### src/design/axi_mem_pkg.sv
package axi_mem_pkg;

    // AXI field widths, sized for a 64-bit data bus.
    typedef logic [31:0] addr_t;
    typedef logic [63:0] data_t;
    typedef logic [7:0]  strb_t;
    typedef logic [3:0]  id_t;
    typedef logic [7:0]  len_t;
    typedef logic [2:0]  size_t;
    typedef logic [1:0]  burst_t;
    typedef logic [1:0]  resp_t;

    // response codes.
    localparam resp_t RESP_OKAY   = 2'b00;
    localparam resp_t RESP_SLVERR = 2'b10;

    // the only request shape the slave serves.
    localparam burst_t BURST_INCR = 2'b01;
    localparam size_t  SIZE_8B    = 3'b011;

    // configuration register select.
    typedef logic cfg_sel_t;

    localparam cfg_sel_t CFG_BASE   = 1'b0;  // window base address.
    localparam cfg_sel_t CFG_ERRCNT = 1'b1;  // rejected-request count.

endpackage

### src/design/axi_mem_cfg.sv
`timescale 1ns/1ps

module axi_mem_cfg (
    input  logic                    clk,
    input  logic                    arst_n,
    input  logic                    cfg_we,
    input  axi_mem_pkg::cfg_sel_t   cfg_sel,
    input  axi_mem_pkg::addr_t      cfg_wdata,
    output axi_mem_pkg::addr_t      cfg_rdata,
    input  logic                    wr_reject,
    input  logic                    rd_reject,
    output axi_mem_pkg::addr_t      win_base
);
    import axi_mem_pkg::*;

    addr_t               base_q;
    addr_t               cnt_q;
    logic [1:0]          cnt_inc;
    logic [$bits(addr_t):0] cnt_sum;  // one extra bit to catch overflow.

    always_ff @(posedge clk or negedge arst_n) begin
        if (!arst_n) begin
            base_q <= '0;
        end else if (cfg_we && (cfg_sel == CFG_BASE)) begin
            base_q <= cfg_wdata;
        end
    end

    // both paths may reject in the same cycle.
    assign cnt_inc = {1'b0, wr_reject} + {1'b0, rd_reject};
    assign cnt_sum = {1'b0, cnt_q} + {{($bits(addr_t) - 1){1'b0}}, cnt_inc};

    always_ff @(posedge clk or negedge arst_n) begin
        if (!arst_n) begin
            cnt_q <= '0;
        end else if (cfg_we && (cfg_sel == CFG_ERRCNT)) begin
            cnt_q <= '0;  // clear wins over a pulse.
        end else if (cnt_sum[$bits(addr_t)]) begin
            cnt_q <= '1;  // saturate.
        end else begin
            cnt_q <= cnt_sum[$bits(addr_t)-1:0];
        end
    end

    assign cfg_rdata = (cfg_sel == CFG_BASE) ? base_q : cnt_q;
    assign win_base  = base_q;

endmodule

### config.mk
export PLATFORM = sky130hd
export DESIGN_NAME = axi_mem_cfg
export DESIGN_NICKNAME = d
export VERILOG_FILES = /design/src/design/axi_mem_pkg.sv /design/src/design/axi_mem_cfg.sv
export SDC_FILE = /design/constraint.sdc
export NUM_CORES = 1
export LEC_CHECK = 0
export BUFFER_PORTS_ARGS = -buffer_cell sky130_fd_sc_hd__buf_2
export CAP_MARGIN = 20
export CORE_MARGIN = 3
export CORE_UTILIZATION = 40
export DETAILED_ROUTE_END_ITERATION = 8
export PLACE_DENSITY = 0.76
export SLEW_MARGIN = 10
export SYNTH_ARGS = -nofsm -noshare
export SYNTH_HDL_FRONTEND = slang
export SYNTH_SLANG_ARGS = --single-unit
### constraint.sdc
create_clock -name clk -period 2.8 [get_ports clk]
set_input_delay 0.56 -clock clk [delete_from_list [all_inputs] [get_ports clk]]
set_output_delay 0.56 -clock clk [all_outputs]
set_load 0.01 [all_outputs]
==> metrics.yaml, run 1 <==
power_and_ir_drop:
  cellPowerDensity_nw_per_um2: 537
  p_leak_uw: 0.00193
  max-vdd-ir-drop_mv: 0.356
yosys:
  synthCells: 285
  ys.warnings.count: 0
  ys_types: 39
  ys_ff_latch: 64
  synth_edf_count: 0
  ys.flop_type: "dfrtp_1"
  seq_area_frac_synth_pct: 47.3
  synthArstFlopShare_pct: 100
  netlist_area_um2: 3390
  synthesis.nets: 325
  synth_area_per_cell_um2: 11.9
place:
  numPlacedInstances: 482
  portBuffers: 101
  place_ws_ns: 0.00644
  placed_area_um2: 4040
  gp_congestion: 0.893
  dp_hpwl_mm: 5.49
worst_setup_path:
  worst_setup_path_start_kind: "flop"
  endpoint_kind: "flop"
  reg2reg_from: "cnt_q[0]$_DFF_PN0_"
  r2r_cells: 10
  crit_arrival_ns: 2.72
  crit_family: "simple AND/OR/NAND/NOR gates"
  path_max_fanout: 18
  path_cells: "inv_1 > fa_1 > inv_1 > ha_1 > and3_1 > nand4_4 > or3_1 > or2_1 > buf_4 > a21oi_1"
  critPathKind: "flop to flop"
  rr_endpoint: "cnt_q[1]$_DFF_PN0_"
  path_common_cell: "inv_1"
  worstPathRequired_ns: 3.06
  cp_num_buf_inv: 3
  slowest_delay_ns: 0.37
  slowest_stage: "fa_1"
  path_depth: 10
  ff2ff_setup_slack_ns: 0.34
min_path:
  hold_class: "input port to async pin"
run:
  maxCapViolations: 0
timing:
  finalHoldViolations: 0
  fmax_mhz: 407
  rsz0062_at_grt: "false"
  final-setup-viol-count: 0
  slew_violations: 0
  tightest_slew_ns: 0.551
  skew_ns: 0.00748
  period_share_pct: 87.8
  min_period_ns: 2.46
  relSlewSlack_pct: 63.3
  fin_ws_ns: 0.340
  tns_ns: 0
floorplanning:
  die_area_um2: 9610
  rows: 32
  die_width_um: 98.0
  ios: 102
  dieHeight_um: 98.0
  initial_core_util_pct: 42.5
  coreArea_um2: 7970
layout:
  final_cell_mix: "buf_2 (101), mux2_2 (64), dfrtp_1 (64)"
  areaGrowthSynthToFinish_pct: 24.2
  stdcell_count: 498
  drive_above_1_share_pct: 55.3
  mostFrequentLayoutCell: "buf_2"
  final_util_pct: 52.8
  nets: 431
  insertedDiodeCount: 0
  fin_area_um2: 4210
drt:
  wire_per_inst_um: 15.1
  drtAntennaViolNets: 0
  first_pass_iters: 4
  wirelength_mm: 7.50
  via_per_inst: 5.10
  drc_errors: 0
  drt-initial-drc-count: 76
  route.vias.total: 2539
clocking:
  numCtsBuffers: 9
  cts_sinks: 64
  cts_buffer_depth: 2
  cts-resized-gates: 0
  clock_latency_ns: 0.34
  root_buffer: "clkbuf_8"
  clk_pin_slew_worst_paths_ns: 0.07
  cts_max_level: 3
  cts_tree: "built"
  postCtsSetupRepairBufs: 0
  holdBufCountCts: 0
global_routing:
  grt_start_max_net_pins: 33
  grt_pass1_wl_mm: 12.9
  grt_pass1_vias: 2678
  grt_overflow: 0
  antenna_found_initial: 0
  grt_util_all_layers_pct: 16.5
run_status:
  status: "completed"
-- through the flow --
step	hold WS, ns	total power (uW)
floorplan	0.264	1370
global placement	0.504	1570
finish	0.245	2260
detailed placement	0.516	1590
global route	0.262	2400
CTS	0.245	2310
-- how the worst max path moves through the flow --
| stage | start | to | slack, ns |
|---|---|---|---|
| final | cnt_q[0]$_DFF_PN0_ | cnt_q[1]$_DFF_PN0_ | 0.34 |
| after detailed placement | wr_reject | cnt_q[1]$_DFF_PN0_ | 0.006 |
| after global routing | cnt_q[0]$_DFF_PN0_ | cnt_q[26]$_DFF_PN0_ | 0.15 |
| after floorplan | wr_reject | cnt_q[10]$_DFF_PN0_ | 0.14 |
| after CTS | cnt_q[0]$_DFF_PN0_ | cnt_q[1]$_DFF_PN0_ | 0.33 |
| after global placement | wr_reject | cnt_q[0]$_DFF_PN0_ | 0.06 |
-- per-layer routing --
metal  wire length, um  GRT usage (%)  vias up
li1                  -              -     1227
met3               410           5.64        6
met1              3240           20.0     1235
met2              3770           28.2       71
met4                79           4.15        0
met5                 0              0        -
-- power breakdown --
group | leakage, uW | internal (uW) | switching [uW]
logic | 0.00103 | 252 | 224
clock network | 0.0000878 | 338 | 360
registers | 0.000818 | 1020 | 68.6
total | 0.00193 | 1610 | 652
-- state kept, by name, indices dropped and copies added, names as in the netlist --
register and cells:
cnt_q 32, win_base 32
-- Yosys cell counts, drive strengths merged, types with 8 or more instances --
library cell / number / share of area, %
clkbuf: 8 / 0.89
nor3: 11 / 1.8
buf: 10 / 2.3
nand2: 12 / 1.3
nor2: 8 / 0.89
and3: 9 / 1.7
xor2: 9 / 2.3
dfrtp: 64 / 47
xnor2: 14 / 3.6
inv: 9 / 1.0
a21oi: 28 / 6.6
mux2: 64 / 21
nand3: 9 / 1.7
-- final cells by class --
class                      instances  area, um^2
tap                              102         128
timing repair buffer             113         621
clock buffer                      10         138
fill                             719        3760
multi-input combinational        194        1650
clock inverter                     6        35.0
sequential                        64        1600
inverter                           9        33.8
-- cells by family after synthesis --
kind of cell,share of synthesized area [%]
muxes,21.9
DFF,47.3
adders and majority gates,0.960
AOI/OAI and AO/OA,7.35
and+or+nand+nor,12.4
buffers and inverters,4.21
xor gates and xnor gates,5.95
No activity file was read; power rests on OpenSTA's default activity.
==> run 2, diff against run 1 <==
--- a/config.mk
+++ b/config.mk
@@ -10,6 +10,7 @@
 export CORE_MARGIN = 3
 export CORE_UTILIZATION = 40
 export DETAILED_ROUTE_END_ITERATION = 8
+export GPL_TIMING_DRIVEN = 0
 export PLACE_DENSITY = 0.76
 export SLEW_MARGIN = 10
 export SYNTH_ARGS = -nofsm -noshare
==> metrics.yaml, run 2 (same netlist as run 1, synthesis figures left out) <==
run_status:
  status: "completed"  # unchanged
power_and_ir_drop:
  p_leak_uw: 0.00197  # was 0.00193 uW
  max-vdd-ir-drop_mv: 0.354  # was 0.356 mV
  cellPowerDensity_nw_per_um2: 609  # was 537 nW/um^2
  total_power_uw: 2620  # was 2260 uW
worst_setup_path:
  rr_endpoint: "cnt_q[14]$_DFF_PN0_"  # was cnt_q[1]$_DFF_PN0_
  worstPathRequired_ns: 3.06  # about the same
  path_common_cell: "inv_1"  # unchanged
  critPathKind: "input port to flop"  # was flop to flop
  r2r_cells: 12  # was 10
  ff2ff_setup_slack_ns: 0.19  # was 0.34 ns
  slowest_stage: "fa_1"  # unchanged
  worst_setup_path_start_kind: "input port"  # was flop
  path_max_fanout: 10  # was 18
  path_cells: "buf_2 > inv_1 > fa_1 > inv_1 > ha_1 > and3_1 > buf_4 > nand4_4 > or3_1 > or2_1 > buf_6 > buf_8 > a21oi_2"  # was inv_1 > fa_1 > inv_1 > ha_1 > and3_1 > nand4_4 > or3_1 > or2_1 > buf_4 > a21oi_1
  crit_arrival_ns: 2.88  # was 2.72 ns
  reg2reg_from: "cnt_q[0]$_DFF_PN0_"  # unchanged
  endpoint_kind: "flop"  # unchanged
  slowest_delay_ns: 0.46  # was 0.37 ns
floorplanning:
  coreArea_um2: 7970  # unchanged
  die_area_um2: 9610  # unchanged
  rows: 32  # unchanged
  ios: 102  # unchanged
  die_width_um: 98.0  # unchanged
  initial_core_util_pct: 42.5  # unchanged
  dieHeight_um: 98.0  # unchanged
drt:
  met1_length_mm: 3.41  # was 3.24 mm
  wirelength_mm: 7.64  # was 7.50 mm
  drtAntennaViolNets: 0  # unchanged
  first_pass_iters: 4  # unchanged
  wire_per_inst_um: 15.2  # was 15.1 um
  route.vias.total: 2581  # was 2,539
  wl_met2_mm: 3.74  # was 3.77 mm
  maxUsedRoutingLayer: "met4"  # unchanged
  drc_errors: 0  # unchanged
  met3_wirelength_um: 413  # was 410 um
  via_per_inst: 5.12  # was 5.10
  drt-initial-drc-count: 118  # was 76
clocking:
  clock_latency_ns: 0.34  # about the same
  root_buffer: "clkbuf_8"  # unchanged
  clk_pin_slew_worst_paths_ns: 0.07  # about the same
  numCtsBuffers: 9  # unchanged
  postCtsSetupRepairBufs: 0  # unchanged
  cts_sinks: 64  # unchanged
  cts_max_level: 3  # unchanged
  cts_buffer_depth: 2  # unchanged
  cts_tree: "built"  # unchanged
layout:
  fillers: 718  # was 719
  multiInputGateArea_um2: 1640  # was 1650 um^2
  mostFrequentLayoutCell: "buf_2"  # unchanged
  final_cell_mix: "buf_2 (100), mux2_2 (64), dfrtp_1 (64)"  # was buf_2 (101), mux2_2 (64), dfrtp_1 (64)
  final_util_pct: 54.1  # was 52.8%
  regArea_um2: 1600  # unchanged
  nets: 437  # was 431
  drive_above_1_share_pct: 52.7  # was 55.3%
  insertedDiodeCount: 0  # unchanged
  areaGrowthSynthToFinish_pct: 27.2  # was 24.2%
timing:
  period_share_pct: 93.4  # was 87.8%
  fmax_mhz: 382  # was 407 MHz
  rsz0062_at_grt: "false"  # unchanged
  tns_ns: 0  # unchanged
  skew_ns: 0.00647  # was 0.00748 ns
  relSlewSlack_pct: 52.2  # was 63.3%
  tightest_slew_ns: 0.717  # was 0.551 ns
  finalHoldViolations: 0  # unchanged
  final-setup-viol-count: 0  # unchanged
  min_period_ns: 2.62  # was 2.46 ns
  slew_violations: 0  # unchanged
global_routing:
  grt_start_max_net_pins: 42  # was 33
  grt_overflow: 0  # unchanged
  grt_pass1_wl_mm: 13.0  # was 12.9 mm
  grt_pass1_vias: 2661  # was 2,678
  antenna_found_initial: 0  # unchanged
  grt_util_all_layers_pct: 16.7  # was 16.5%
run:
  maxCapViolations: 0  # unchanged
min_path:
  hold_class: "input port to async pin"  # unchanged
place:
  dp_hpwl_mm: 5.58  # was 5.49 mm
  portBuffers: 100  # was 101
  gp_congestion: 0.803  # was 0.893
[run 2: cell count changes in the layout (fill, tap and decap cells not counted), moves of 2 or more]
cell        change
buf_1           +4
clkinv_2        -2
clkbuf_1        +8
clkinvlp_4      -2
bufinv_16       +4
buf_4           -7
[run 2: worst max-delay path by stage]
stage | startpoint | end | depth (start not counted)
final | wr_reject | cnt_q[14]$_DFF_PN0_ | 13
after CTS | cnt_q[0]$_DFF_PN0_ | cnt_q[14]$_DFF_PN0_ | 12
after global routing | cnt_q[0]$_DFF_PN0_ | cnt_q[7]$_DFF_PN0_ | 12
after floorplan | wr_reject | cnt_q[10]$_DFF_PN0_ | 12
after global placement | wr_reject | cnt_q[12]$_DFF_PN0_ | 13
after detailed placement | wr_reject | cnt_q[25]$_DFF_PN0_ | 13
[run 2: layout make-up]
| class | instances | share of cell area, % |
|---|---|---|
| multi-input combinational | 194 | 38.2 |
| buffer | 18 | 2.58 |
| tap | 102 | 2.96 |
| sequential | 64 | 37.2 |
| inverter | 9 | 0.784 |
| clock buffer | 10 | 3.19 |
| timing repair buffer | 101 | 12.1 |
| clock inverter | 6 | 3.02 |
[run 2: what timing repair did]
item	4_1_cts	5_1_grt
resized for setup	0	2
endpoints found under the setup margin	0	14
hold buffers	0	0
[run 2: power by group]
group | total, uW | leakage, uW | internal [uW] | switching [uW]
registers | 1090 | 0.000818 | 1020 | 68.6
clock network | 1060 | 0.000136 | 703 | 362
logic | 473 | 0.00102 | 248 | 225
[run 2: metal layers]
layer,up-vias,GRT usage [%]
li1,1245,-
met1,1251,21.1
met3,7,4.71
met5,-,0
met4,0,4.79
met2,78,28.1
[run 2: worst max-delay path, delay by kind of cell]
kind                       cells  cell delay (ns)
AOI/OAI and AO/OA              1             0.12
adders and majority gates      2             0.64
buffers and inverters          6             0.68
and+or+nand+nor                4             0.87
[run 2: through the flow]
stage / hold slack [ns] / std cells / area, um^2 / setup WS, ns
2_1_floorplan: 0.264 / 285 / 3390 / 0.143
3_3_place_gp: 0.502 / 487 / 4020 / -0.110
3_5_place_dp: 0.481 / 488 / 4040 / -0.196
4_1_cts: 0.104 / 504 / 4310 / 0.150
5_1_grt: 0.122 / 504 / 4310 / 0.0233
6_report: 0.108 / 504 / 4310 / 0.185
