**src/design/axi_mem_pkg.sv**
```systemverilog
package axi_mem_pkg;

    // AXI field widths, sized for a 64-bit data bus.
    typedef logic [31:0] addr_t;
    typedef logic [63:0] data_t;
    typedef logic [7:0]  strb_t;
    typedef logic [3:0]  id_t;
    typedef logic [7:0]  len_t;
    typedef logic [2:0]  size_t;
    typedef logic [1:0]  burst_t;
    typedef logic [1:0]  resp_t;

    // response codes.
    localparam resp_t RESP_OKAY   = 2'b00;
    localparam resp_t RESP_SLVERR = 2'b10;

    // the only request shape the slave serves.
    localparam burst_t BURST_INCR = 2'b01;
    localparam size_t  SIZE_8B    = 3'b011;

    // configuration register select.
    typedef logic cfg_sel_t;

    localparam cfg_sel_t CFG_BASE   = 1'b0;  // window base address.
    localparam cfg_sel_t CFG_ERRCNT = 1'b1;  // rejected-request count.

endpackage

```
**src/design/axi_mem_write.sv**
```systemverilog
`timescale 1ns/1ps

module axi_mem_write #(
    parameter int MEM_WORDS = 256
) (
    input  logic                           clk,
    input  logic                           arst_n,
    input  axi_mem_pkg::id_t               aw_id,
    input  axi_mem_pkg::addr_t             aw_addr,
    input  axi_mem_pkg::len_t              aw_len,
    input  axi_mem_pkg::size_t             aw_size,
    input  axi_mem_pkg::burst_t            aw_burst,
    input  logic                           aw_valid,
    output logic                           aw_ready,
    input  axi_mem_pkg::data_t             w_data,
    input  axi_mem_pkg::strb_t             w_strb,
    input  logic                           w_last,
    input  logic                           w_valid,
    output logic                           w_ready,
    output axi_mem_pkg::id_t               b_id,
    output axi_mem_pkg::resp_t             b_resp,
    output logic                           b_valid,
    input  logic                           b_ready,
    input  axi_mem_pkg::addr_t             win_base,
    output logic                           wr_reject,
    output logic                           mem_we,
    output logic [$clog2(MEM_WORDS)-1:0]   mem_waddr,
    output axi_mem_pkg::data_t             mem_wdata,
    output axi_mem_pkg::strb_t             mem_wstrb
);
    import axi_mem_pkg::*;

    localparam int    IDX_W     = $clog2(MEM_WORDS);
    localparam addr_t WIN_BYTES = addr_t'(MEM_WORDS * 8);

    typedef enum logic {
        WR_IDLE,
        WR_RESP
    } wr_state_t;

    wr_state_t        state_q;
    wr_state_t        state_d;
    logic             first_q;     // first cycle of WR_RESP.
    logic             wr_hs;
    logic             req_ok;
    addr_t            offset;
    id_t              id_q;
    resp_t            resp_q;
    logic [IDX_W-1:0] idx_q;
    data_t            data_q;
    strb_t            strb_q;

    // AW and W are only granted together.
    assign aw_ready = (state_q == WR_IDLE) && aw_valid && w_valid;
    assign w_ready  = aw_ready;
    assign wr_hs    = aw_valid && aw_ready;

    assign offset = aw_addr - win_base;
    assign req_ok = (aw_len == '0) && (aw_size == SIZE_8B) && (aw_burst == BURST_INCR)
                    && w_last && (offset < WIN_BYTES);

    always_comb begin
        state_d = state_q;
        case (state_q)
            WR_IDLE: if (wr_hs) state_d = WR_RESP;
            WR_RESP: if (b_valid && b_ready) state_d = WR_IDLE;
            default: state_d = WR_IDLE;
        endcase
    end

    always_ff @(posedge clk or negedge arst_n) begin
        if (!arst_n) begin
            state_q <= WR_IDLE;
            first_q <= 1'b0;
        end else begin
            state_q <= state_d;
            first_q <= wr_hs;
        end
    end

    always_ff @(posedge clk) begin
        if (wr_hs) begin
            id_q   <= aw_id;
            idx_q  <= offset[IDX_W+2:3];  // byte offset to word index.
            data_q <= w_data;
            strb_q <= w_strb;
            resp_q <= req_ok ? RESP_OKAY : RESP_SLVERR;
        end
    end

    assign b_valid = (state_q == WR_RESP);
    assign b_id    = id_q;
    assign b_resp  = resp_q;

    // one memory write, or one reject pulse, per accepted request.
    assign mem_we    = first_q && (resp_q == RESP_OKAY);
    assign wr_reject = first_q && (resp_q != RESP_OKAY);
    assign mem_waddr = idx_q;
    assign mem_wdata = data_q;
    assign mem_wstrb = strb_q;

endmodule

```
**config.mk**
```make
export PLATFORM = sky130hd
export DESIGN_NAME = axi_mem_write
export DESIGN_NICKNAME = d
export VERILOG_FILES = /design/src/design/axi_mem_pkg.sv /design/src/design/axi_mem_write.sv
export SDC_FILE = /design/constraint.sdc
export NUM_CORES = 1
export LEC_CHECK = 0
export ABC_AREA = 1
export BUFFER_PORTS_ARGS = -buffer_cell sky130_fd_sc_hd__buf_2
export CORE_UTILIZATION = 47
export CTS_BUF_LIST = sky130_fd_sc_hd__clkbuf_8
export CTS_CLUSTER_SIZE = 25
export DETAILED_ROUTE_END_ITERATION = 10
export PLACE_DENSITY_LB_ADDON = 0.05
export SLEW_MARGIN = 20
export SYNTH_ARGS = -nofsm -noshare
export SYNTH_HDL_FRONTEND = slang
export SYNTH_SLANG_ARGS = --single-unit
export TNS_END_PERCENT = 50
```
**constraint.sdc**
```tcl
create_clock -name clk -period 3.6 [get_ports clk]
set_input_delay 0.72 -clock clk [delete_from_list [all_inputs] [get_ports clk]]
set_output_delay 0.72 -clock clk [all_outputs]
set_load 0.02 [all_outputs]
```
==> results_dict.tcl, run 1 <==
set metrics [dict create \
    post-cts-setup-buffers 0 \
    die_h_um 107 \
    num-fill-cells 1003 \
    arrival_ns 2.62 \
    final-seq-area_um2 2600 \
    synthTopCellsByCount "nand2_1, inv_1, edfxtp_1" \
    critPathBufInv 3 \
    syn_inst 651 \
    synth_top_area_cell "edfxtp_1" \
    vias 4984 \
    wl_met1_um 5700 \
    core_area_um2 10800 \
    drt_wl_total_um 14200 \
    start_util 0.481 \
    wl_met3_um 911 \
    cts_tree "done" \
    synth.area.top_cells "edfxtp_1, nand2_1, inv_1" \
    fin_util 0.630 \
    clock_latency_ns 0.34 \
    wl_met2_um 7280 \
    start_kind "input port" \
    finalClockSkew_ns 0.00624 \
    critPathKind "input port to flop" \
    hold_viol_final 0 \
    ys.flop_type "edfxtp_1" \
    syn-num-nets 840 \
    leakage_nw 3.74 \
    root_buffer "clkbuf_8" \
    synth.most_common_cell "nand2_1" \
    async_flop_share 0.0230 \
    top_layer "met4" \
    drtPass1Iterations 5 \
    cts_inserted_buffers 9 \
    fp.dieW_um 107 \
    nets 1098 \
    worst_slew_pin_slew_ns 0.757 \
    critical_path.top_delay_family "simple AND/OR/NAND/NOR gates" \
    worst_setup_path_end_kind "flop" \
    status "finished clean" \
    rsz0062_at_grt "no" \
    vias_per_cell 4.72 \
    pre_cts_ws_ns 0.734 \
    max_stage_delay_ns 0.40 \
    max_freq_ghz 0.395 \
    drcViolationCount 0 \
    worstPathRequired_ns 3.69 \
    setup_slack_ns 1.07 \
    ctsHoldBuffers 0 \
    maxCapViolCount 0 \
    htree_levels 3 \
    antenna_found_initial 1 \
    synth_area_um2 5220 \
    slew_violations 0 \
    synth.distinct_cells 24 \
    peakVddDrop_mv 0.274 \
    area_delta_synth_final_pct 30.9 \
    period_minus_slack_ns 2.53 \
    cts.clk_slew.worst_paths_ns 0.08 \
    fp.dieArea_um2 11500 \
    drtAntennaViolNets 0 \
    wire_per_inst_um 13.5 \
    grt_pass1_vias 4590 \
    drive_above_1_share 0.299 \
    grt_use_total 0.248 \
    cp_max_fo 5 \
    cts_resized 0 \
    grt_max_degree 45 \
    yosysSeqAreaShare 0.499 \
    crit_path_cell_trace "buf_2 > inv_1 > ha_1 > nand2_1 > nor2_1 > inv_1 > nor2_1 > and2_1 > nand2_1 > nand3_1 > nand2_1 > nor2_1 > nand2_1 > nor2_1 > nand3_1" \
    slowest_stage "ha_1" \
    fin_tns_setup_ns 0 \
    gp_congestion 0.931 \
    dp_cells 1038 \
    dp_hpwl_um 12200 \
    powerDensity_nw_per_um2 358 \
    fin_crit_sh 0.703 \
    rows 38 \
    overflow 0 \
    slew_headroom 0.495 \
    syn_avg_cell_area_um2 8.01 \
    finalSetupViolCount 0 \
    layout.cells.non_filler 1055 \
    clock_sinks 87 \
    hold_path_class "input port to async pin" \
    netlist.area_leader.share 0.489 \
    multi_input_comb_area_um2 2060 \
    synth_warnings 0 \
    grt_pass1_wl_um 21900 \
    holdWs_ns 0.150 \
    cts_buffer_depth 2 \
    top_level_ports 250 \
    drtIter0Drc 238 \
    synth_seq_cells 87 \
    synth_edf_count 85 \
    portBuffers 248 \
]
-- flip-flops by register name, summed over array words and instances, names as in the netlist --
signal and count:
mem_waddr 8, b_resp 1, mem_wstrb 8, b_id 4, first_q 1, mem_wdata 64
b_valid 1
-- area by class of cell --
type | instances | share of cell area
antenna | 1 | 0.000366
clock buffer | 9 | 0.0181
clock inverter | 7 | 0.00952
inverter | 144 | 0.0793
multi-input combinational | 418 | 0.301
sequential | 87 | 0.381
tap | 140 | 0.0256
timing repair buffer | 249 | 0.185
-- metrics by stage --
stage	total power [W]	area, um2
after floorplan	0.00161	5220
after global placement	0.00182	6640
after detailed placement	0.00183	6640
after CTS	0.00246	6830
after global routing	0.00258	6830
final	0.00244	6830
-- path summary, 6_finish.rpt --
check / start / to / slack, ns / cells after the start
worst min-delay path: arst_n / b_valid$_DFF_PN0_ / 0.15 / 1
worst max register to register: b_valid$_DFF_PN0_ / mem_waddr[6]$_DFFE_PP_ / 1.73 / 4
worst max-delay path: win_base[24] / b_resp[1]$_DFFE_PP_ / 1.07 / 15
worst min register to register: b_valid$_DFF_PN0_ / b_valid$_DFF_PN0_ / 0.58 / 2
min in group clk: w_data[19] / mem_wdata[19]$_DFFE_PP_ / 0.55 / 1
max in group asynchronous: arst_n / first_q$_DFF_PN0_ / 3.36 / 1
-- cells in the final DEF (no fill, tap or decap) --
cell and n:
nor2_2 5, xor2_1 9, buf_12 1, clkbuf_8 9, nor3_1 6, clkinv_1 1, inv_1 144, clkinv_4 2
nor2_1 58, a21oi_1 21, dfrtp_1 2, edfxtp_1 85, nor2_4 1, bufinv_16 1, nand4_1 6, diode_2 1
a21o_1 3, ha_1 30, clkinv_2 3, nand2_2 3, buf_2 248, o21ai_0 3, nand2_1 228, o21bai_1 6
nand3b_1 6, nor4_1 1, a31oi_1 1, nand3_1 28, a21boi_1 1, conb_1 1, and2_1 1
-- cells by family (layout without fill, tap and decap cells) --
kind of cell	Yosys count	count (layout)	share of synthesized area
flops	87	87	0.499
xor+xnor	9	9	0.0151
other cells	1	2	0.000719
fa+ha+maj	30	30	0.0719
compound gates	35	35	0.0386
simple gates	343	343	0.268
buf+inv	146	409	0.106
-- metal layers --
metal	global-route usage	vias up
met2	0.451	196
met1	0.296	2216
li1	-	2547
met4	0.103	0
met5	0	-
met3	0.0297	25
-- where the power goes --
part	leakage [nW]	switching (W)	total (W)	internal [W]
registers	0.812	0.0000108	0.00119	0.00117
logic	2.82	0.000392	0.000622	0.000230
clock network	0.102	0.000322	0.000638	0.000316
Note: power is estimated with default switching activity, not from simulation.
==> run 2, diff against run 1 <==
- CORE_UTILIZATION: 47 -> 44
- clock period: 3.6 -> 2.25 ns (I/O delays scaled with it)
==> run 2 against run 1 <==
  * Clock power increased by 66%
  * Non-clock buffer count increased by 55
  * Worst setup slack got worse by 0.90 ns
  * Final cell count increased by 5.5%
  * Sequential share of layout area decreased by 3.1 points
  * Final area increased by 8.8%
  * Via count increased by 3.1%
  * Clock skew about the same
  * Utilization increased by 1.8 points
  * First-iteration DRC count increased by 28%
  * Critical path type unchanged
  * Largest cell class unchanged
==> results_dict.tcl, run 2 (same netlist as run 1, synthesis figures left out) <==
set metrics [dict create \
    vias 5139 \
    portBuffers 248 \
    core_area_um2 11500 \
    cts.clk_slew.worst_paths_ns 0.09 \
    clock_sinks 87 \
    pre_cts_ws_ns -0.227 \
    nets 1153 \
    fin_util 0.648 \
    wire_per_inst_um 13.1 \
    hold_viol_final 0 \
    cp_max_fo 4 \
    die_h_um 111 \
    grt_use_total 0.235 \
    start_util 0.455 \
    fin_tns_setup_ns 0 \
    finalClockSkew_ns 0.00604 \
    cp_common_cell "nand2_1" \
    worst_setup_path_end_kind "flop" \
    status "finished clean" \
    setup_slack_ns 0.165 \
    root_buffer "clkbuf_8" \
    drt_wl_total_um 14600 \
    period_minus_slack_ns 2.08 \
    cts_tree "done" \
    start_kind "input port" \
    dp_cells 1095 \
    grt_pass1_vias 5008 \
    drtIter0Drc 305 \
    regToRegSetupSlack_ns 0.69 \
    drive_above_1_share 0.361 \
    max_stage_delay_ns 0.36 \
    cts_buffer_depth 2 \
    dp_hpwl_um 12200 \
    drtPass1Iterations 5 \
    mostFrequentLayoutCell "buf_2" \
    slowest_stage "ha_1" \
    max_freq_ghz 0.480 \
    layout.cells.non_filler 1113 \
    leakage_nw 3.99 \
    peakVddDrop_mv 0.499 \
    finalSetupViolCount 0 \
    grt_pass1_wl_um 23000 \
    largest_reg_flops 64 \
    rows 39 \
    fp.dieW_um 111 \
    htree_levels 3 \
    drcViolationCount 0 \
    area_delta_synth_final_pct 42.4 \
    fin_crit_sh 0.927 \
    vias_per_cell 4.62 \
    arrival_ns 2.19 \
    worstPathRequired_ns 2.35 \
    slew_violations 0 \
    gp_congestion 0.935 \
    drtAntennaViolNets 0 \
    maxCapViolCount 0 \
    overflow 0 \
    powerDensity_nw_per_um2 558 \
    cts_inserted_buffers 9 \
    hold_path_class "input port to flop" \
    critPathKind "input port to flop" \
    final_cell_mix "buf_2, nand2_1, inv_1, edfxtp_1, nor2_1" \
    top_level_ports 250 \
    crit_path_cell_trace "buf_2 > ha_1 > nand2_1 > inv_1 > nand3_1 > nor2_1 > and2_1 > nand2_1 > nand3_1 > nand2_1 > nor2_1 > nand2_1 > nor2_1 > nand3_1" \
    antenna_found_initial 1 \
    fp.dieArea_um2 12300 \
    clock_latency_ns 0.35 \
    grt_max_degree 38 \
]
[run 2: through the flow]
step                cell area (um2)  power (W)  hold slack (ns)
floorplan                      5230    0.00257            0.154
global placement               7070    0.00305            0.236
detailed placement             7070    0.00307            0.238
CTS                            7280    0.00414            0.247
global route                   7430    0.00438            0.249
finish                         7430    0.00414            0.271
[run 2: what timing repair did]
| item | 4_1_cts | 5_1_grt |
|---|---|---|
| setup endpoints to repair | 0 | 1 |
| gates resized for setup | 0 | 20 |
| buffers inserted | 0 | 0 |
| hold buffers | 1 | 0 |
| hold endpoints to repair | 2 | 0 |
[run 2: area by class of cell]
class	instances	area (um2)
repair buffers	304	1690
multi-input cells	418	2220
clock inverters	7	71.3
flip-flops and latches	87	2600
well taps	143	179
diodes	1	2.50
fillers	1015	4040
inverters	144	544
clock buffers	9	124
[run 2: worst paths after layout]
kind	start	to	cells past startpoint
min in group asynchronous	arst_n	b_valid$_DFF_PN0_	2
max	aw_addr[22]	b_resp[1]$_DFFE_PP_	14
min	w_data[7]	mem_wdata[7]$_DFFE_PP_	1
max in group asynchronous	arst_n	b_valid$_DFF_PN0_	2
min reg2reg	b_valid$_DFF_PN0_	b_valid$_DFF_PN0_	2
max reg2reg	b_valid$_DFF_PN0_	mem_wdata[57]$_DFFE_PP_	4
[run 2: where the power goes]
group / internal (W) / switching [W]
combinational: 0.000510 / 0.000677
clock: 0.000515 / 0.000547
sequential: 0.00188 / 0.0000171
total: 0.00290 / 0.00124
[run 2: metal layers]
metal | track usage | vias up | share of wire
met2 | 0.451 | 193 | 0.53
met5 | 0 | - | 0
met3 | 0.0328 | 17 | 0.053
met4 | 0.0711 | 0 | 0.014
li1 | - | 2655 | -
met1 | 0.269 | 2274 | 0.41
[run 2: worst max-delay path: cells and delay by family]
kind	cells	cell delay, ns
buffers and inverters	2	0.17
AND/OR/NAND/NOR	11	1.20
adder cells (fa/ha/maj)	1	0.36
==> run 3, diff against run 2 <==
--- a/config.mk
+++ b/config.mk
@@ -8,4 +8,4 @@
 export ABC_AREA = 1
-export BUFFER_PORTS_ARGS = -buffer_cell sky130_fd_sc_hd__buf_2
-export CORE_UTILIZATION = 44
+export CORE_ASPECT_RATIO = 0.7
+export CORE_UTILIZATION = 47
 export CTS_BUF_LIST = sky130_fd_sc_hd__clkbuf_8
@@ -13,2 +13,3 @@
 export DETAILED_ROUTE_END_ITERATION = 10
+export DONT_BUFFER_PORTS = 1
 export PLACE_DENSITY_LB_ADDON = 0.05
==> constraint.sdc (replaced) <==
create_clock -name clk -period 2.25 [get_ports clk]
set_input_delay 0.225 -clock clk [delete_from_list [all_inputs] [get_ports clk]]
set_output_delay 0.225 -clock clk [all_outputs]
set_load 0.02 [all_outputs]
==> run 3 against run 2 <==
  * Die area is 6.2% lower
  * Clock skew rose by 0.0078 ns
  * Via count shrank 15%
  * Largest cell class unchanged
  * Highest routed layer unchanged
  * Register-to-register slack is essentially flat
  * Final cell count decreased by 18%
==> results_dict.tcl, run 3 (same netlist as run 1, synthesis figures left out) <==
set metrics [dict create \
    finalClockSkew_ns 0.0139 \
    fin_crit_sh 0.865 \
    overflow 0 \
    grt_pass1_wl_um 22400 \
    cts_tree "done" \
    area_delta_synth_final_pct 25.4 \
    drt_wl_total_um 14500 \
    worst_setup_path_end_kind "flop" \
    maxCapViolCount 0 \
    cp_max_fo 4 \
    hold_path_class "input port to flop" \
    drtAntennaViolNets 0 \
    mostFrequentLayoutCell "nand2_1" \
    fin_util 0.620 \
    cts_inserted_buffers 9 \
    critPathKind "input port to flop" \
    clock_sinks 87 \
    fp.dieW_um 128 \
    grt_use_total 0.257 \
    vias 4384 \
    root_buffer "clkbuf_8" \
    final_cell_mix "nand2_1, inv_1, edfxtp_1, dlygate4sd3_1, nor2_1" \
    vias_per_cell 4.82 \
    portBuffers 0 \
    rsz0062_at_grt "no" \
    peakVddDrop_mv 0.309 \
    n_antenna_cell 0 \
    grt_max_degree 36 \
    drcViolationCount 0 \
    slew_violations 0 \
    fp.dieArea_um2 11500 \
    cts.clk_slew.worst_paths_ns 0.10 \
    powerDensity_nw_per_um2 603 \
    gp_congestion 0.966 \
    start_util 0.495 \
    start_kind "input port" \
    drtIter0Drc 296 \
    fin_tns_setup_ns 0 \
    top_level_ports 250 \
    antenna_found_initial 0 \
    leakage_nw 3.16 \
    period_minus_slack_ns 1.95 \
    htree_levels 3 \
    finalSetupViolCount 0 \
    arrival_ns 2.06 \
    clock_latency_ns 0.36 \
    largest_reg_flops 64 \
    status "finished clean" \
    wire_per_inst_um 16.0 \
    drive_above_1_share 0.0617 \
    worstPathRequired_ns 2.36 \
    grt_pass1_vias 4219 \
    dp_hpwl_um 11600 \
    die_h_um 90.2 \
    cts_buffer_depth 2 \
    hold_viol_final 0 \
    max_freq_ghz 0.514 \
    core_area_um2 10600 \
    post-cts-setup-buffers 0 \
    drtPass1Iterations 5 \
    nets 946 \
    rows 31 \
]
[run 3: power by group]
part,leakage (nW),switching [W],total (W),internal (W)
clock network,0.0981,0.000608,0.00105,0.000437
registers,0.811,0.000126,0.00201,0.00189
logic,2.25,0.000536,0.000888,0.000352
[run 3: path summary, 6_finish.rpt]
| path | end | slack (ns) | cells after the start | from |
|---|---|---|---|---|
| worst min register to register | b_valid$_DFF_PN0_ | 0.70 | 2 | b_valid$_DFF_PN0_ |
| max in group asynchronous | b_valid$_DFF_PN0_ | 2.04 | 1 | arst_n |
| worst max register to register | mem_wdata[43]$_DFFE_PP_ | 0.68 | 4 | b_valid$_DFF_PN0_ |
| min in group asynchronous | first_q$_DFF_PN0_ | 0.08 | 1 | arst_n |
| worst max-delay path | b_resp[1]$_DFFE_PP_ | 0.30 | 17 | win_base[6] |
| worst min-delay path | b_valid$_DFF_PN0_ | 0.07 | 2 | w_valid |
[run 3: metrics by stage]
stage / hold slack [ns] / setup slack, ns / instances / power [W] / area (um2)
after CTS: 0.0586 / 0.367 / 910 / 0.00395 / 6550
after floorplan: -0.0706 / 0.0550 / 651 / 0.00257 / 5230
after global placement: -0.0705 / -0.0164 / 816 / 0.00281 / 5570
after detailed placement: -0.0705 / -0.0142 / 816 / 0.00281 / 5570
final: 0.0711 / 0.303 / 910 / 0.00394 / 6550
after global routing: 0.0738 / 0.144 / 910 / 0.00414 / 6550
[run 3: layout make-up]
cell class	count	area, um2
clock inverter	7	75.1
timing repair buffer	97	948
tap	148	185
inverter	144	544
sequential	87	2600
multi-input combinational	418	2060
fill	962	4010
clock buffer	9	124
[run 3: worst max-delay path: stages]
cell	delay (ns)
inv_1	0.02
ha_1	0.34
nand2_1	0.12
inv_1	0.09
nand2_1	0.12
inv_1	0.08
nand2_1	0.05
nand2_1	0.18
nand2_1	0.10
nand2_1	0.14
nand3b_1	0.11
nand2_1	0.08
nand2_1	0.05
nand2_1	0.09
nand2_1	0.07
nor2_1	0.11
nand3_1	0.08
[run 3: what timing repair did]
action                    CTS  global route
gates resized for setup     0             0
hold buffers               78             0
hold endpoints to repair   79             0
[run 3: routing by layer]
layer | GRT usage | up-vias | routed length, um
met5 | 0 | - | 0
li1 | - | 2240 | -
met4 | 0.0333 | 0 | 52
met3 | 0.0768 | 5 | 1240
met2 | 0.426 | 189 | 6720
met1 | 0.342 | 1950 | 6510
