$ cat src/design/axi_mem_pkg.sv
package axi_mem_pkg;

    // AXI field widths, sized for a 64-bit data bus.
    typedef logic [31:0] addr_t;
    typedef logic [63:0] data_t;
    typedef logic [7:0]  strb_t;
    typedef logic [3:0]  id_t;
    typedef logic [7:0]  len_t;
    typedef logic [2:0]  size_t;
    typedef logic [1:0]  burst_t;
    typedef logic [1:0]  resp_t;

    // response codes.
    localparam resp_t RESP_OKAY   = 2'b00;
    localparam resp_t RESP_SLVERR = 2'b10;

    // the only request shape the slave serves.
    localparam burst_t BURST_INCR = 2'b01;
    localparam size_t  SIZE_8B    = 3'b011;

    // configuration register select.
    typedef logic cfg_sel_t;

    localparam cfg_sel_t CFG_BASE   = 1'b0;  // window base address.
    localparam cfg_sel_t CFG_ERRCNT = 1'b1;  // rejected-request count.

endpackage

$ cat src/design/axi_mem_read.sv
`timescale 1ns/1ps

module axi_mem_read #(
    parameter int MEM_WORDS = 256
) (
    input  logic                           clk,
    input  logic                           arst_n,
    input  axi_mem_pkg::id_t               ar_id,
    input  axi_mem_pkg::addr_t             ar_addr,
    input  axi_mem_pkg::len_t              ar_len,
    input  axi_mem_pkg::size_t             ar_size,
    input  axi_mem_pkg::burst_t            ar_burst,
    input  logic                           ar_valid,
    output logic                           ar_ready,
    output axi_mem_pkg::id_t               r_id,
    output axi_mem_pkg::data_t             r_data,
    output axi_mem_pkg::resp_t             r_resp,
    output logic                           r_last,
    output logic                           r_valid,
    input  logic                           r_ready,
    input  axi_mem_pkg::addr_t             win_base,
    output logic                           rd_reject,
    output logic                           mem_re,
    output logic [$clog2(MEM_WORDS)-1:0]   mem_raddr,
    input  axi_mem_pkg::data_t             mem_rdata
);
    import axi_mem_pkg::*;

    localparam int    IDX_W     = $clog2(MEM_WORDS);
    localparam addr_t WIN_BYTES = addr_t'(MEM_WORDS * 8);

    typedef enum logic {
        RD_IDLE,
        RD_DATA
    } rd_state_t;

    rd_state_t state_q;
    rd_state_t state_d;
    logic      first_q;
    logic      ar_hs;
    logic      req_ok;
    addr_t     offset;
    id_t       id_q;
    resp_t     resp_q;

    assign ar_ready = (state_q == RD_IDLE);
    assign ar_hs    = ar_valid && ar_ready;

    assign offset = ar_addr - win_base;
    assign req_ok = (ar_len == '0) && (ar_size == SIZE_8B) && (ar_burst == BURST_INCR)
                    && (offset < WIN_BYTES);

    // the array registers the word, so R follows one cycle after AR.
    assign mem_re    = ar_hs && req_ok;
    assign mem_raddr = offset[IDX_W+2:3];

    always_comb begin
        state_d = state_q;
        case (state_q)
            RD_IDLE: if (ar_hs) state_d = RD_DATA;
            RD_DATA: if (r_valid && r_ready) state_d = RD_IDLE;
            default: state_d = RD_IDLE;
        endcase
    end

    always_ff @(posedge clk or negedge arst_n) begin
        if (!arst_n) begin
            state_q <= RD_IDLE;
            first_q <= 1'b0;
        end else begin
            state_q <= state_d;
            first_q <= ar_hs;
        end
    end

    always_ff @(posedge clk) begin
        if (ar_hs) begin
            id_q   <= ar_id;
            resp_q <= req_ok ? RESP_OKAY : RESP_SLVERR;
        end
    end

    assign r_valid   = (state_q == RD_DATA);
    assign r_last    = r_valid;  // single beat only.
    assign r_id      = id_q;
    assign r_resp    = resp_q;
    assign r_data    = (resp_q == RESP_OKAY) ? mem_rdata : '0;
    assign rd_reject = first_q && (resp_q != RESP_OKAY);

endmodule

$ cat config.mk
export PLATFORM = sky130hd
export DESIGN_NAME = axi_mem_read
export DESIGN_NICKNAME = d
export VERILOG_FILES = /design/src/design/axi_mem_pkg.sv /design/src/design/axi_mem_read.sv
export SDC_FILE = /design/constraint.sdc
export NUM_CORES = 1
export LEC_CHECK = 0
export ABC_AREA = 1
export CAP_MARGIN = 5
export CORE_AREA = 2 2 90 92
export CTS_CLUSTER_DIAMETER = 50
export DETAILED_ROUTE_END_ITERATION = 7
export DIE_AREA = 0 0 92 94
export DONT_BUFFER_PORTS = 1
export GPL_TIMING_DRIVEN = 0
export PLACE_DENSITY_LB_ADDON = 0.08
export SLEW_MARGIN = 20
export SYNTH_ARGS = -nofsm -noshare
export SYNTH_HDL_FRONTEND = slang
export SYNTH_SLANG_ARGS = --single-unit
$ cat constraint.sdc
create_clock -name clk -period 5 [get_ports clk]
set_clock_uncertainty 0.15 [all_clocks]
set_input_delay 0.25 -clock clk [delete_from_list [all_inputs] [get_ports clk]]
set_output_delay 0.25 -clock clk [all_outputs]
set_load 0.05 [all_outputs]
==> results of run 1 <==
==> routing by layer <==
layer / vias up / GRT usage [%]
met5: - / 0
met4: 0 / 4.975
met3: 14 / 3.050
met2: 150 / 40.38
met1: 1678 / 29.74
li1: 2050 / -
==> power breakdown <==
group | switching [mW] | internal, mW
Combinational | 0.291 | 0.113
Clock | 0.0233 | 0.0551
Sequential | 0.0157 | 0.0679
Total | 0.330 | 0.236
==> flip-flops by register name, indices dropped and copies added, names as in the netlist <==
| register | cells |
|---|---|
| first_q | 1 |
| r_last | 1 |
| r_id | 4 |
| r_resp | 1 |
==> layout by cell type (no fill, tap or decap) <==
cell type	Yosys	layout
inv_2	1	1
nor3_2	2	2
buf_4	2	2
and2_1	1	1
nand2b_1	1	1
a21oi_2	3	3
buf_1	5	5
edfxtp_1	5	5
o21ai_1	1	1
nor2_1	116	116
dlygate4sd3_1	0	6
nand3b_1	1	1
ha_1	30	30
nor2_2	8	8
clkbuf_8	0	3
nand2_2	9	9
nand4_1	4	4
inv_1	209	209
nand3_2	3	3
o21ai_0	4	4
dfrtp_1	2	2
nor2_4	1	1
a21oi_1	22	22
conb_1	1	1
nor3b_2	1	1
clkbuf_1	2	3
nor3_1	7	7
xor2_1	9	9
a21o_1	1	1
o21bai_1	1	1
nand2_1	233	233
nand3_1	24	24
==> kinds of logic (layout without fill, tap and decap cells) <==
| family | Yosys count | after routing | synth area share, % |
|---|---|---|---|
| simple gates | 411 | 411 | 50.39 |
| compound gates | 32 | 32 | 5.260 |
| flops | 7 | 7 | 5.968 |
| fa+ha+maj | 30 | 30 | 11.19 |
| xor+xnor | 9 | 9 | 2.350 |
| other cells | 1 | 1 | 0.1118 |
| buf+inv | 219 | 229 | 24.73 |
==> worst paths after layout <==
check,from,endpoint,slack (ns),cells past startpoint
worst max-delay path,win_base[2],mem_re,2.15,18
max in group asynchronous,arst_n,r_last,4.47,1
worst max register to register,r_last,r_resp[1],3.05,3
min in group asynchronous,arst_n,first_q,0.11,1
worst min register to register,r_last,r_last,1.10,2
worst min-delay path,ar_valid,r_last,0.08,2
==> through the flow <==
step | hold WS [ns] | area [sq um] | power (mW) | std cells
after floorplan | -0.1956 | 3354 | 0.4123 | 709
after global placement | -0.1955 | 3482 | 0.4784 | 811
after detailed placement | -0.1955 | 3482 | 0.4814 | 811
after CTS | 0.08012 | 3587 | 0.5672 | 821
after global routing | 0.1079 | 3587 | 0.6205 | 821
final | 0.08080 | 3587 | 0.5657 | 821
==> layout make-up <==
cell class	instances	area share, %
clock buffers	4	1.256
well taps	102	3.558
repair buffers	6	1.674
multi-input cells	483	64.81
inverters	210	21.97
plain buffers	9	1.151
flip-flops and latches	7	5.581
==> what timing repair did <==
action,in CTS,in global routing
setup buffers,0,0
endpoints found under the hold margin,7,0
hold buffers,6,0
==> summary.md, run 1 <==
| Metric | Value |
|---|---|
| Crit path cell chain | inv_1, ha_1, nand2_1, inv_1, nand2_1, nand2_1, nand2_1, nand2_1, nand2_1, nand2_1, nand2_1, nand3_1, nand2_1, nor2_1, nand2_1, nor2_2, nand3_2, nor2_2 |
| Rows | 32 |
| Number of global-route vias before repair | around 3.4k |
| Sequential cell area | 200.2 sq um |
| Max_slew headroom | a little over a fifth |
| CP most frequent cell | nand2_1 |
| Max clock buf depth | 2 |
| Final ANT Viol Nets | 0 |
| Cell count after synthesis | between 700 and 800 |
| Drt first-iter violations | 168 |
| DP Worst Slack | approximately 2.2 ns |
| Avg Synthesized Cell Area | ~4.7 sq um |
| RSZ-0062 raised after global routing | false |
| Die height | 94 um |
| Core Util, Final | 47.15% |
| Synth area leaders | nand2_1, inv_1, nor2_1 |
| Cts repair resizes | 0 |
| Commonest cells post-synth | nand2_1, inv_1, nor2_1 |
| Metal3 WL | 641 um |
| Drt drc | 0 |
| Clk root buf | clkbuf_8 |
| CTS tree | done |
| Synth unique cells | 30 |
| Initial Utilization | between 40% and 50% |
| Area occupied by multi-input gates | 2325 sq um |
| Worst Setup Slack, final | between 2 and 2.5 ns |
| First-pass GRT wire length | approximately 16 mm |
| Power Density | between 150 and 200 nW/um^2 |
| Status | completed |
| CP max-delay cell | nor2_2 |
| Min Tclk post-route | between 2 and 3 ns |
| Leakage | ~2.5 nW |
| DR WL/cell | approximately 13 um |
| Post-synth EDFFs | 5 |
| Worst IR drop on VDD | 0.00005805 V |
| Max Fclk | roughly 350 MHz |
| Layout cell share with drive strength beyond 1 | between 4 and 5% |
| Drt pass-1 iters | 6 |
| Boundary Pins | between 200 and 250 |
| Hpwl dp | just under 10 mm |
| Count leader, synth | nand2_1 |
| Final WL | approximately 11 mm |
| Fraction of registers with async set/reset | between 20% and 30% |
| Yosys reg bits | 7 |
| IO Port Bufs | 0 |
| Critical Path Max Stage Delay | about 0.45 ns |
| Clock Latency Late Sink | about 0.22 ns |
| WL met2 | between 5 and 6 mm |
| Yosys warnings | 0 |
| RD Place Congestion | 0.8935 |
| Setup TNS | 0 ns |
| Worst-Margin Slew | 1.169 ns |
| Register area share after synthesis | under 10% |
| Via density | roughly 4.7 |
| Yosys top cell by area | nand2_1 |
| Setup CP Type | input pin to primary output |
| Hold Crit Class | input pin to flop |
| Max Slew Vio Count | 0 |
| CP required | about 4.6 ns |
| Area grow syn2layout | 6.938% |
| Via count | ~3.9k |
| H-Tree Depth | 1 |
| CP delay by family, top | simple AND/OR/NAND/NOR gates |
| Max_cap viols | 0 |
| Startpoint types | input pin |
| Ys flop type | edfxtp_1 |
| Final nets | about 900 |
| Initial antenna violation count | 0 |
| Clk sinks | 7 |
| Core ar. | 7607 sq um |
| Die area | between 8000 and 9000 sq um |
| Worst Path Arrival | 2.45 ns |
| Worst Path Max Fanout | 4 |
| Top Layer Used | met4 |
| Routed met1 length | roughly 4.8 mm |
| WP buf/inv | 2 |
| Top-area cell type share of the netlist area | a little over a quarter |
| Tcrit/Tclk final | 56.98% |
| FILL cells | between 800 and 900 |
| CTS clk-pin slew, worst paths | approximately 0.04 ns |
| Congestion Overflow GR | 0 |
| Cts bufs inserted | 3 |
| Die X | roughly 92 um |
| Total GRT Usage | roughly 23% |
| N_diodes | 0 |
| Number of hold violations in the final report | 0 |
| Mapped Area | between 3000 and 4000 sq um |
| CP Capture Type | primary output |
| Final setup fails | 0 |
| Largest net degree at the start of global routing | 11 |
| Post-Syn Nets | 888 |
Power figures use the tool's default switching activity.
==> run 2: changes to the inputs <==
==> constraint.sdc (replaced) <==
create_clock -name clk -period 2.78 [get_ports clk]
set_clock_uncertainty 0.15 [all_clocks]
set_input_delay 0.139 -clock clk [delete_from_list [all_inputs] [get_ports clk]]
set_output_delay 0.139 -clock clk [all_outputs]
set_load 0.05 [all_outputs]
==> run 2 against run 1 <==
Effect of this change: critical endpoint is now r_data[15]; non-clock buffer count rose by 2; first-iteration DRC count fell by 3.6%; register-to-register slack got worse by 2.6 ns; clock power rose by 80%; die area did not move; critical path depth fell by 15.
==> summary.md, run 2 (same netlist as run 1, synthesis figures left out) <==
| Metric | Value |
|---|---|
| Status | completed (unchanged) |
| Critical Path Max Stage Delay | 0.93 ns (was 0.45 ns) |
| Worst IR drop on VDD | 0.0001045 V (was 0.00005805 V) |
| Max_cap viols | 0 (unchanged) |
| Final Instance Count excl. Fillers | 823 (was 821) |
| Setup TNS | 0 ns (unchanged) |
| Number of hold violations in the final report | 0 (unchanged) |
| Hold EP | first_q (was r_last) |
| Final WL | 10.72 mm (was 10.69 mm) |
| Largest net degree at the start of global routing | 11 (unchanged) |
| WHS | 0.1370 ns (was 0.08080 ns) |
| Leakage | 2.481 nW (was 2.472 nW) |
| Hold path startpoint | ar_valid (unchanged) |
| Commonest non-fill, non-tap cell in the layout | nand2_1 (unchanged) |
| R2R Setup Slk | 0.48 ns (was 3.05 ns) |
| DP Worst Slack | 0.1627 ns (was 2.161 ns) |
| Layout cell share with drive strength beyond 1 | 4.577% (was 4.590%) |
| Worst r2r dst | r_last (was r_resp[1]) |
| Worst Path Arrival | 2.36 ns (was 2.45 ns) |
| CP Capture Type | primary output (unchanged) |
| Area grow syn2layout | 7.684% (was 6.938%) |
| CP delay by family, top | simple AND/OR/NAND/NOR gates (unchanged) |
| Max FFs per register | 4 (unchanged) |
| Total GRT Usage | 22.92% (was 22.89%) |
| Power after layout | 1.022 mW (was 565.7 uW) |
| Worst r2r src | r_last (unchanged) |
| Initial Utilization | 44.10% (unchanged) |
| Die area | 8648 sq um (unchanged) |
| Via count | 3889 (was 3892) |
| Die X | 92 um (unchanged) |
| DP Cell Count | 811 (unchanged) |
| Worst Path Max Fanout | 10 (was 4) |
| Die height | 94 um (unchanged) |
| DR WL/cell | 13.03 um (was 13.02 um) |
| Crit path cell chain | clkbuf_1, buf_1, nor2_1 (was inv_1, ha_1, nand2_1, inv_1, nand2_1, nand2_1, nand2_1, nand2_1, nand2_1, nand2_1, nand2_1, nand3_1, nand2_1, nor2_1, nand2_1, nor2_2, nand3_2, nor2_2) |
| Startpoint types | flop (was input pin) |
| Via density | 4.725 (was 4.741) |
| RD Place Congestion | 0.8935 (unchanged) |
| Worst Setup Slack, final | 0.1317 ns (was 2.151 ns) |
| Tcrit/Tclk final | between 90% and 100% |
| Max_slew headroom | 21.75% (was 21.80%) |
| Hold Crit Class | input pin to flop (unchanged) |
| Cell count of the worst hold path | 2 (unchanged) |
| Initial antenna violation count | 0 (unchanged) |
| Max clock buf depth | 2 (unchanged) |
| Drt drc | 0 (unchanged) |
| Core ar. | 7607 sq um (unchanged) |
| Drt pass-1 iters | 6 (unchanged) |
| First-pass GRT wire length | 16.01 mm (was 15.97 mm) |
| Final nets | 901 (was 899) |
| CP required | 2.49 ns (was 4.60 ns) |
| WP buf/inv | 2 (unchanged) |
| Number of global-route vias before repair | 3454 (was 3442) |
| Commonest cells after routing, fill and taps aside | nand2_1, inv_1, nor2_1 (unchanged) |
| Cts bufs inserted | 3 (unchanged) |
| Clock Latency Late Sink | 0.22 ns (about the same) |
| N_diodes | 0 (unchanged) |
| Max Slew Vio Count | 0 (unchanged) |
| Final setup fails | 0 (unchanged) |
| CP max-delay cell | nor2_1 (was nor2_2) |
| H-Tree Depth | 1 (unchanged) |
| Max Fclk | approximately 380 MHz |
| Power Density | 282.9 nW/um^2 (was 157.7 nW/um^2) |
| Clk sinks | 7 (unchanged) |
| Setup CP Type | flop to primary output (was input pin to primary output) |
| Congestion Overflow GR | 0 (unchanged) |
| Boundary Pins | 232 (unchanged) |
| Hpwl dp | 9.615 mm (unchanged) |
| RSZ-0062 raised after global routing | false (unchanged) |
| CTS clk-pin slew, worst paths | 0.04 ns (about the same) |
| R2R cell count | 4 (was 3) |
| Worst-Margin Slew | 1.169 ns (about the same) |
| IO Port Bufs | 0 (unchanged) |
| Rows | 32 (unchanged) |
| Min Tclk post-route | around 2.6 ns |
| Drt first-iter violations | 162 (was 168) |
| CTS tree | done (unchanged) |
| Final ANT Viol Nets | 0 (unchanged) |
| Clk root buf | clkbuf_8 (unchanged) |
==> run 2: changes by cell type in the layout (fill, tap and decap cells not counted), sizes merged <==
cell / delta
dlygate4sd3: +2
==> run 2: layout make-up <==
type	instances	area [sq um]
repair buffers	8	80.08
inverters	210	788.3
multi-input cells	483	2330
well taps	102	127.6
plain buffers	9	41.29
clock buffers	4	45.04
flip-flops and latches	7	200.2
fillers	873	3995
==> run 2: metrics by stage <==
stage | util (%) | instance area [sq um]
after global placement | 45.77 | 3482
after detailed placement | 45.77 | 3482
after global routing | 47.48 | 3612
final | 47.48 | 3612
after floorplan | - | 3354
after CTS | 47.42 | 3607
==> run 2: power by group <==
group	switching (mW)	total (mW)	internal, mW
Clock	0.0417	0.141	0.0990
Combinational	0.525	0.731	0.206
Sequential	0.0281	0.150	0.122
Total	0.595	1.02	0.427
==> run 2: worst register-to-register path, cell delays in order (launching register included) <==
cell and delay (ns):
dfrtp_1 0.68, inv_1 0.41, nand2_1 0.27, o21ai_0 0.11, dlygate4sd3_1 0.57
==> run 2: per-layer routing <==
metal / wire [um] / GRT usage, % / vias to the layer above
met4: 152 / 4.975 / 0
met3: 614 / 3.050 / 12
met1: 4865 / 29.79 / 1682
met2: 5088 / 40.44 / 143
li1: - / - / 2052
met5: 0 / 0 / -
==> run 2: timing repair <==
action,CTS,global route
setup endpoints to repair,0,1
buffers inserted,0,0
hold endpoints to repair,7,0
gates resized for setup,0,1
hold buffers,8,0
==> run 2: worst max path at each step <==
stage	end	cells past startpoint	from
after floorplan	mem_re	15	win_base[20]
after global placement	mem_re	15	win_base[12]
after detailed placement	mem_re	15	win_base[12]
after CTS	r_data[20]	3	r_resp[1]
after global routing	mem_re	18	win_base[2]
final	r_data[15]	3	r_resp[1]
==> run 3: changes to the inputs <==
--- a/config.mk
+++ b/config.mk
@@ -9,11 +9,13 @@
 export CAP_MARGIN = 5
 export CORE_AREA = 2 2 90 92
 export CTS_CLUSTER_DIAMETER = 50
+export CTS_CLUSTER_SIZE = 28
 export DETAILED_ROUTE_END_ITERATION = 7
 export DIE_AREA = 0 0 92 94
 export DONT_BUFFER_PORTS = 1
 export GPL_TIMING_DRIVEN = 0
 export PLACE_DENSITY_LB_ADDON = 0.08
+export SETUP_SLACK_MARGIN = 0.4
 export SLEW_MARGIN = 20
 export SYNTH_ARGS = -nofsm -noshare
 export SYNTH_HDL_FRONTEND = slang
==> run 3 against run 2 <==
Effect of this change: final area increased by 28%; die area unchanged; count of clock-buffer cells in the layout unchanged; highest routed layer unchanged; via count increased by 6.8%; combinational power increased by 34%; setup slack improved by 0.29 ns; sequential share of layout area decreased by 1.2 points.
==> summary.md, run 3 (same netlist as run 1, synthesis figures left out) <==
| Metric | Value |
|---|---|
| Status | completed (unchanged) |
| Routed met1 length | 5.097 mm (was 4.865 mm) |
| Rows | 32 (unchanged) |
| Worst Path Max Fanout | 10 (unchanged) |
| CTS clk-pin slew, worst paths | 0.04 ns (about the same) |
| Max Slew Vio Count | 0 (unchanged) |
| Final setup fails | 0 (unchanged) |
| Worst IR drop on VDD | 0.0001241 V (was 0.0001045 V) |
| Worst-Margin Slew | 1.057 ns (was 1.169 ns) |
| Die X | 92 um (unchanged) |
| IO Port Bufs | 0 (unchanged) |
| Worst Setup Slack, final | 0.4222 ns (was 0.1317 ns) |
| Max clock buf depth | 2 (unchanged) |
| Metal3 WL | 725 um (was 614 um) |
| Boundary Pins | 232 (unchanged) |
| Tcrit/Tclk final | 84.81% (was 95.26%) |
| Leakage | 2.651 nW (was 2.481 nW) |
| Die area | 8648 sq um (unchanged) |
| Internal power consumption | 563.4 uW (was 427.5 uW) |
| H-Tree Depth | 1 (unchanged) |
| Area occupied by multi-input gates | 3199 sq um (was 2330 sq um) |
| Initial antenna violation count | 0 (unchanged) |
| Commonest cells after routing, fill and taps aside | inv_1, nand2_1, nor2_2 (was nand2_1, inv_1, nor2_1) |
| Final ANT Viol Nets | 0 (unchanged) |
| Power Density | 274.1 nW/um^2 (was 282.9 nW/um^2) |
| Drt pass-1 iters | 7 (was 6) |
| Drt drc | 0 (unchanged) |
| Sw Ratio | 55.70% (was 58.18%) |
| Cts bufs inserted | 3 (unchanged) |
| Top Layer Used | met4 (unchanged) |
| CTS tree | done (unchanged) |
| Layout cell share with drive strength beyond 1 | 34.78% (was 4.577%) |
| Clock Power Share | 11.1% (was 13.8%) |
| Startpoint types | flop (unchanged) |
| Drt first-iter violations | 188 (was 162) |
| CP required | 2.49 ns (about the same) |
| DP Worst Slack | 0.1627 ns (unchanged) |
| Max_cap viols | 0 (unchanged) |
| Hpwl dp | 9.615 mm (unchanged) |
| First-pass GRT wire length | 16.82 mm (was 16.01 mm) |
| Clk root buf | clkbuf_8 (unchanged) |
| FILL cells | 759 (was 873) |
| Initial Utilization | 44.10% (unchanged) |
| Setup CP Type | flop to primary output (unchanged) |
| RSZ-0062 raised after global routing | true (was false) |
| Via density | 4.938 (was 4.725) |
| Total GRT Usage | 24.17% (was 22.92%) |
| Core Util, Final | 60.99% (was 47.48%) |
| Sequential cell area | 200.2 sq um (unchanged) |
| Max FFs per register | 4 (unchanged) |
| DR WL/cell | 14.57 um (was 13.03 um) |
| WL met2 | 6.176 mm (was 5.088 mm) |
| Critical Path Max Stage Delay | 0.62 ns (was 0.93 ns) |
| Max_slew headroom | 29.25% (was 21.75%) |
| Min Tclk post-route | 2.358 ns (was 2.648 ns) |
| RD Place Congestion | 0.8935 (unchanged) |
| Commonest non-fill, non-tap cell in the layout | inv_1 (was nand2_1) |
| CP Capture Type | primary output (unchanged) |
| Die height | 94 um (unchanged) |
| Clock Latency Late Sink | 0.22 ns (about the same) |
| N_diodes | 0 (unchanged) |
| Number of global-route vias before repair | 3595 (was 3454) |
| Setup TNS | 0 ns (unchanged) |
| NetSw | 708.3 uW (was 594.6 uW) |
| Max Fclk | 424.1 MHz (was 377.6 MHz) |
| Seq pwr share | 11.8% (was 14.7%) |
| Area grow syn2layout | 38.31% (was 7.684%) |
| Final WL | 12.25 mm (was 10.72 mm) |
| Worst Path Arrival | 2.07 ns (was 2.36 ns) |
| Final nets | 919 (was 901) |
| WP buf/inv | 2 (unchanged) |
| Clk sinks | 7 (unchanged) |
| Hold Crit Class | input pin to flop (unchanged) |
| Comb pwr share | 77.1% (was 71.5%) |
| Core ar. | 7607 sq um (unchanged) |
| CP delay by family, top | flip-flops (was simple AND/OR/NAND/NOR gates) |
| CP max-delay cell | edfxtp_1 (was nor2_1) |
| Crit path cell chain | clkbuf_1, clkbuf_2, nor2_2 (was clkbuf_1, buf_1, nor2_1) |
| Number of hold violations in the final report | 0 (unchanged) |
| Via count | 4153 (was 3889) |
| Largest net degree at the start of global routing | 11 (unchanged) |
| Congestion Overflow GR | 0 (unchanged) |
run 3: changes by cell type in the layout (fill, tap and decap cells not counted), sizes merged:
cell / delta
buf: +18
clkbuf: +1
dlygate4sd3: -1
run 3: area by class of cell:
cell class | instances | area share, %
buffer | 9 | 1.025
clock buffer | 4 | 0.9709
sequential | 7 | 4.315
tap | 102 | 2.751
inverter | 210 | 17.31
multi-input combinational | 483 | 68.96
timing repair buffer | 26 | 4.666
run 3: path summary, 6_finish.rpt:
| kind | start | endpoint | slack (ns) | cells past startpoint |
|---|---|---|---|---|
| max | r_resp[1] | r_data[15] | 0.42 | 3 |
| min | ar_valid | r_last | 0.01 | 2 |
| max reg2reg | r_last | r_resp[1] | 0.77 | 3 |
| min reg2reg | r_last | r_last | 1.11 | 2 |
| max in group asynchronous | arst_n | r_last | 1.82 | 2 |
| min in group asynchronous | arst_n | first_q | 0.54 | 2 |
run 3: what timing repair did:
| item | 4_1_cts | 5_1_grt |
|---|---|---|
| endpoints found under the hold margin | 7 | 0 |
| resized for setup | 82 | 169 |
| setup endpoints to repair | 51 | 11 |
| hold buffers | 7 | 0 |
| pin swaps | 7 | 69 |
| setup buffers | 2 | 17 |
run 3: layer usage:
metal,vias up,GRT usage [%]
li1,2099,-
met1,1877,29.99
met2,157,43.93
met3,20,3.371
met4,0,6.095
met5,-,0
run 3: stage by stage:
| step | instances | power, mW | instance area [sq um] | hold slack (ns) |
|---|---|---|---|---|
| after floorplan | 709 | 0.7415 | 3354 | -0.3066 |
| after global placement | 811 | 0.8604 | 3482 | -0.3065 |
| after detailed placement | 811 | 0.8658 | 3482 | -0.3065 |
| after CTS | 824 | 1.079 | 3945 | 0.001172 |
| after global routing | 841 | 1.372 | 4639 | 0.03523 |
| final | 841 | 1.272 | 4639 | 0.01045 |
run 3: power by group through the flow:
stage / combinational [mW] / sequential [mW] / clock (mW)
after global routing: 1.07 / 0.151 / 0.152
final: 0.980 / 0.151 / 0.141
after floorplan: 0.593 / 0.149 / 0
after global placement: 0.708 / 0.152 / 0
after detailed placement: 0.714 / 0.152 / 0
after CTS: 0.784 / 0.151 / 0.145
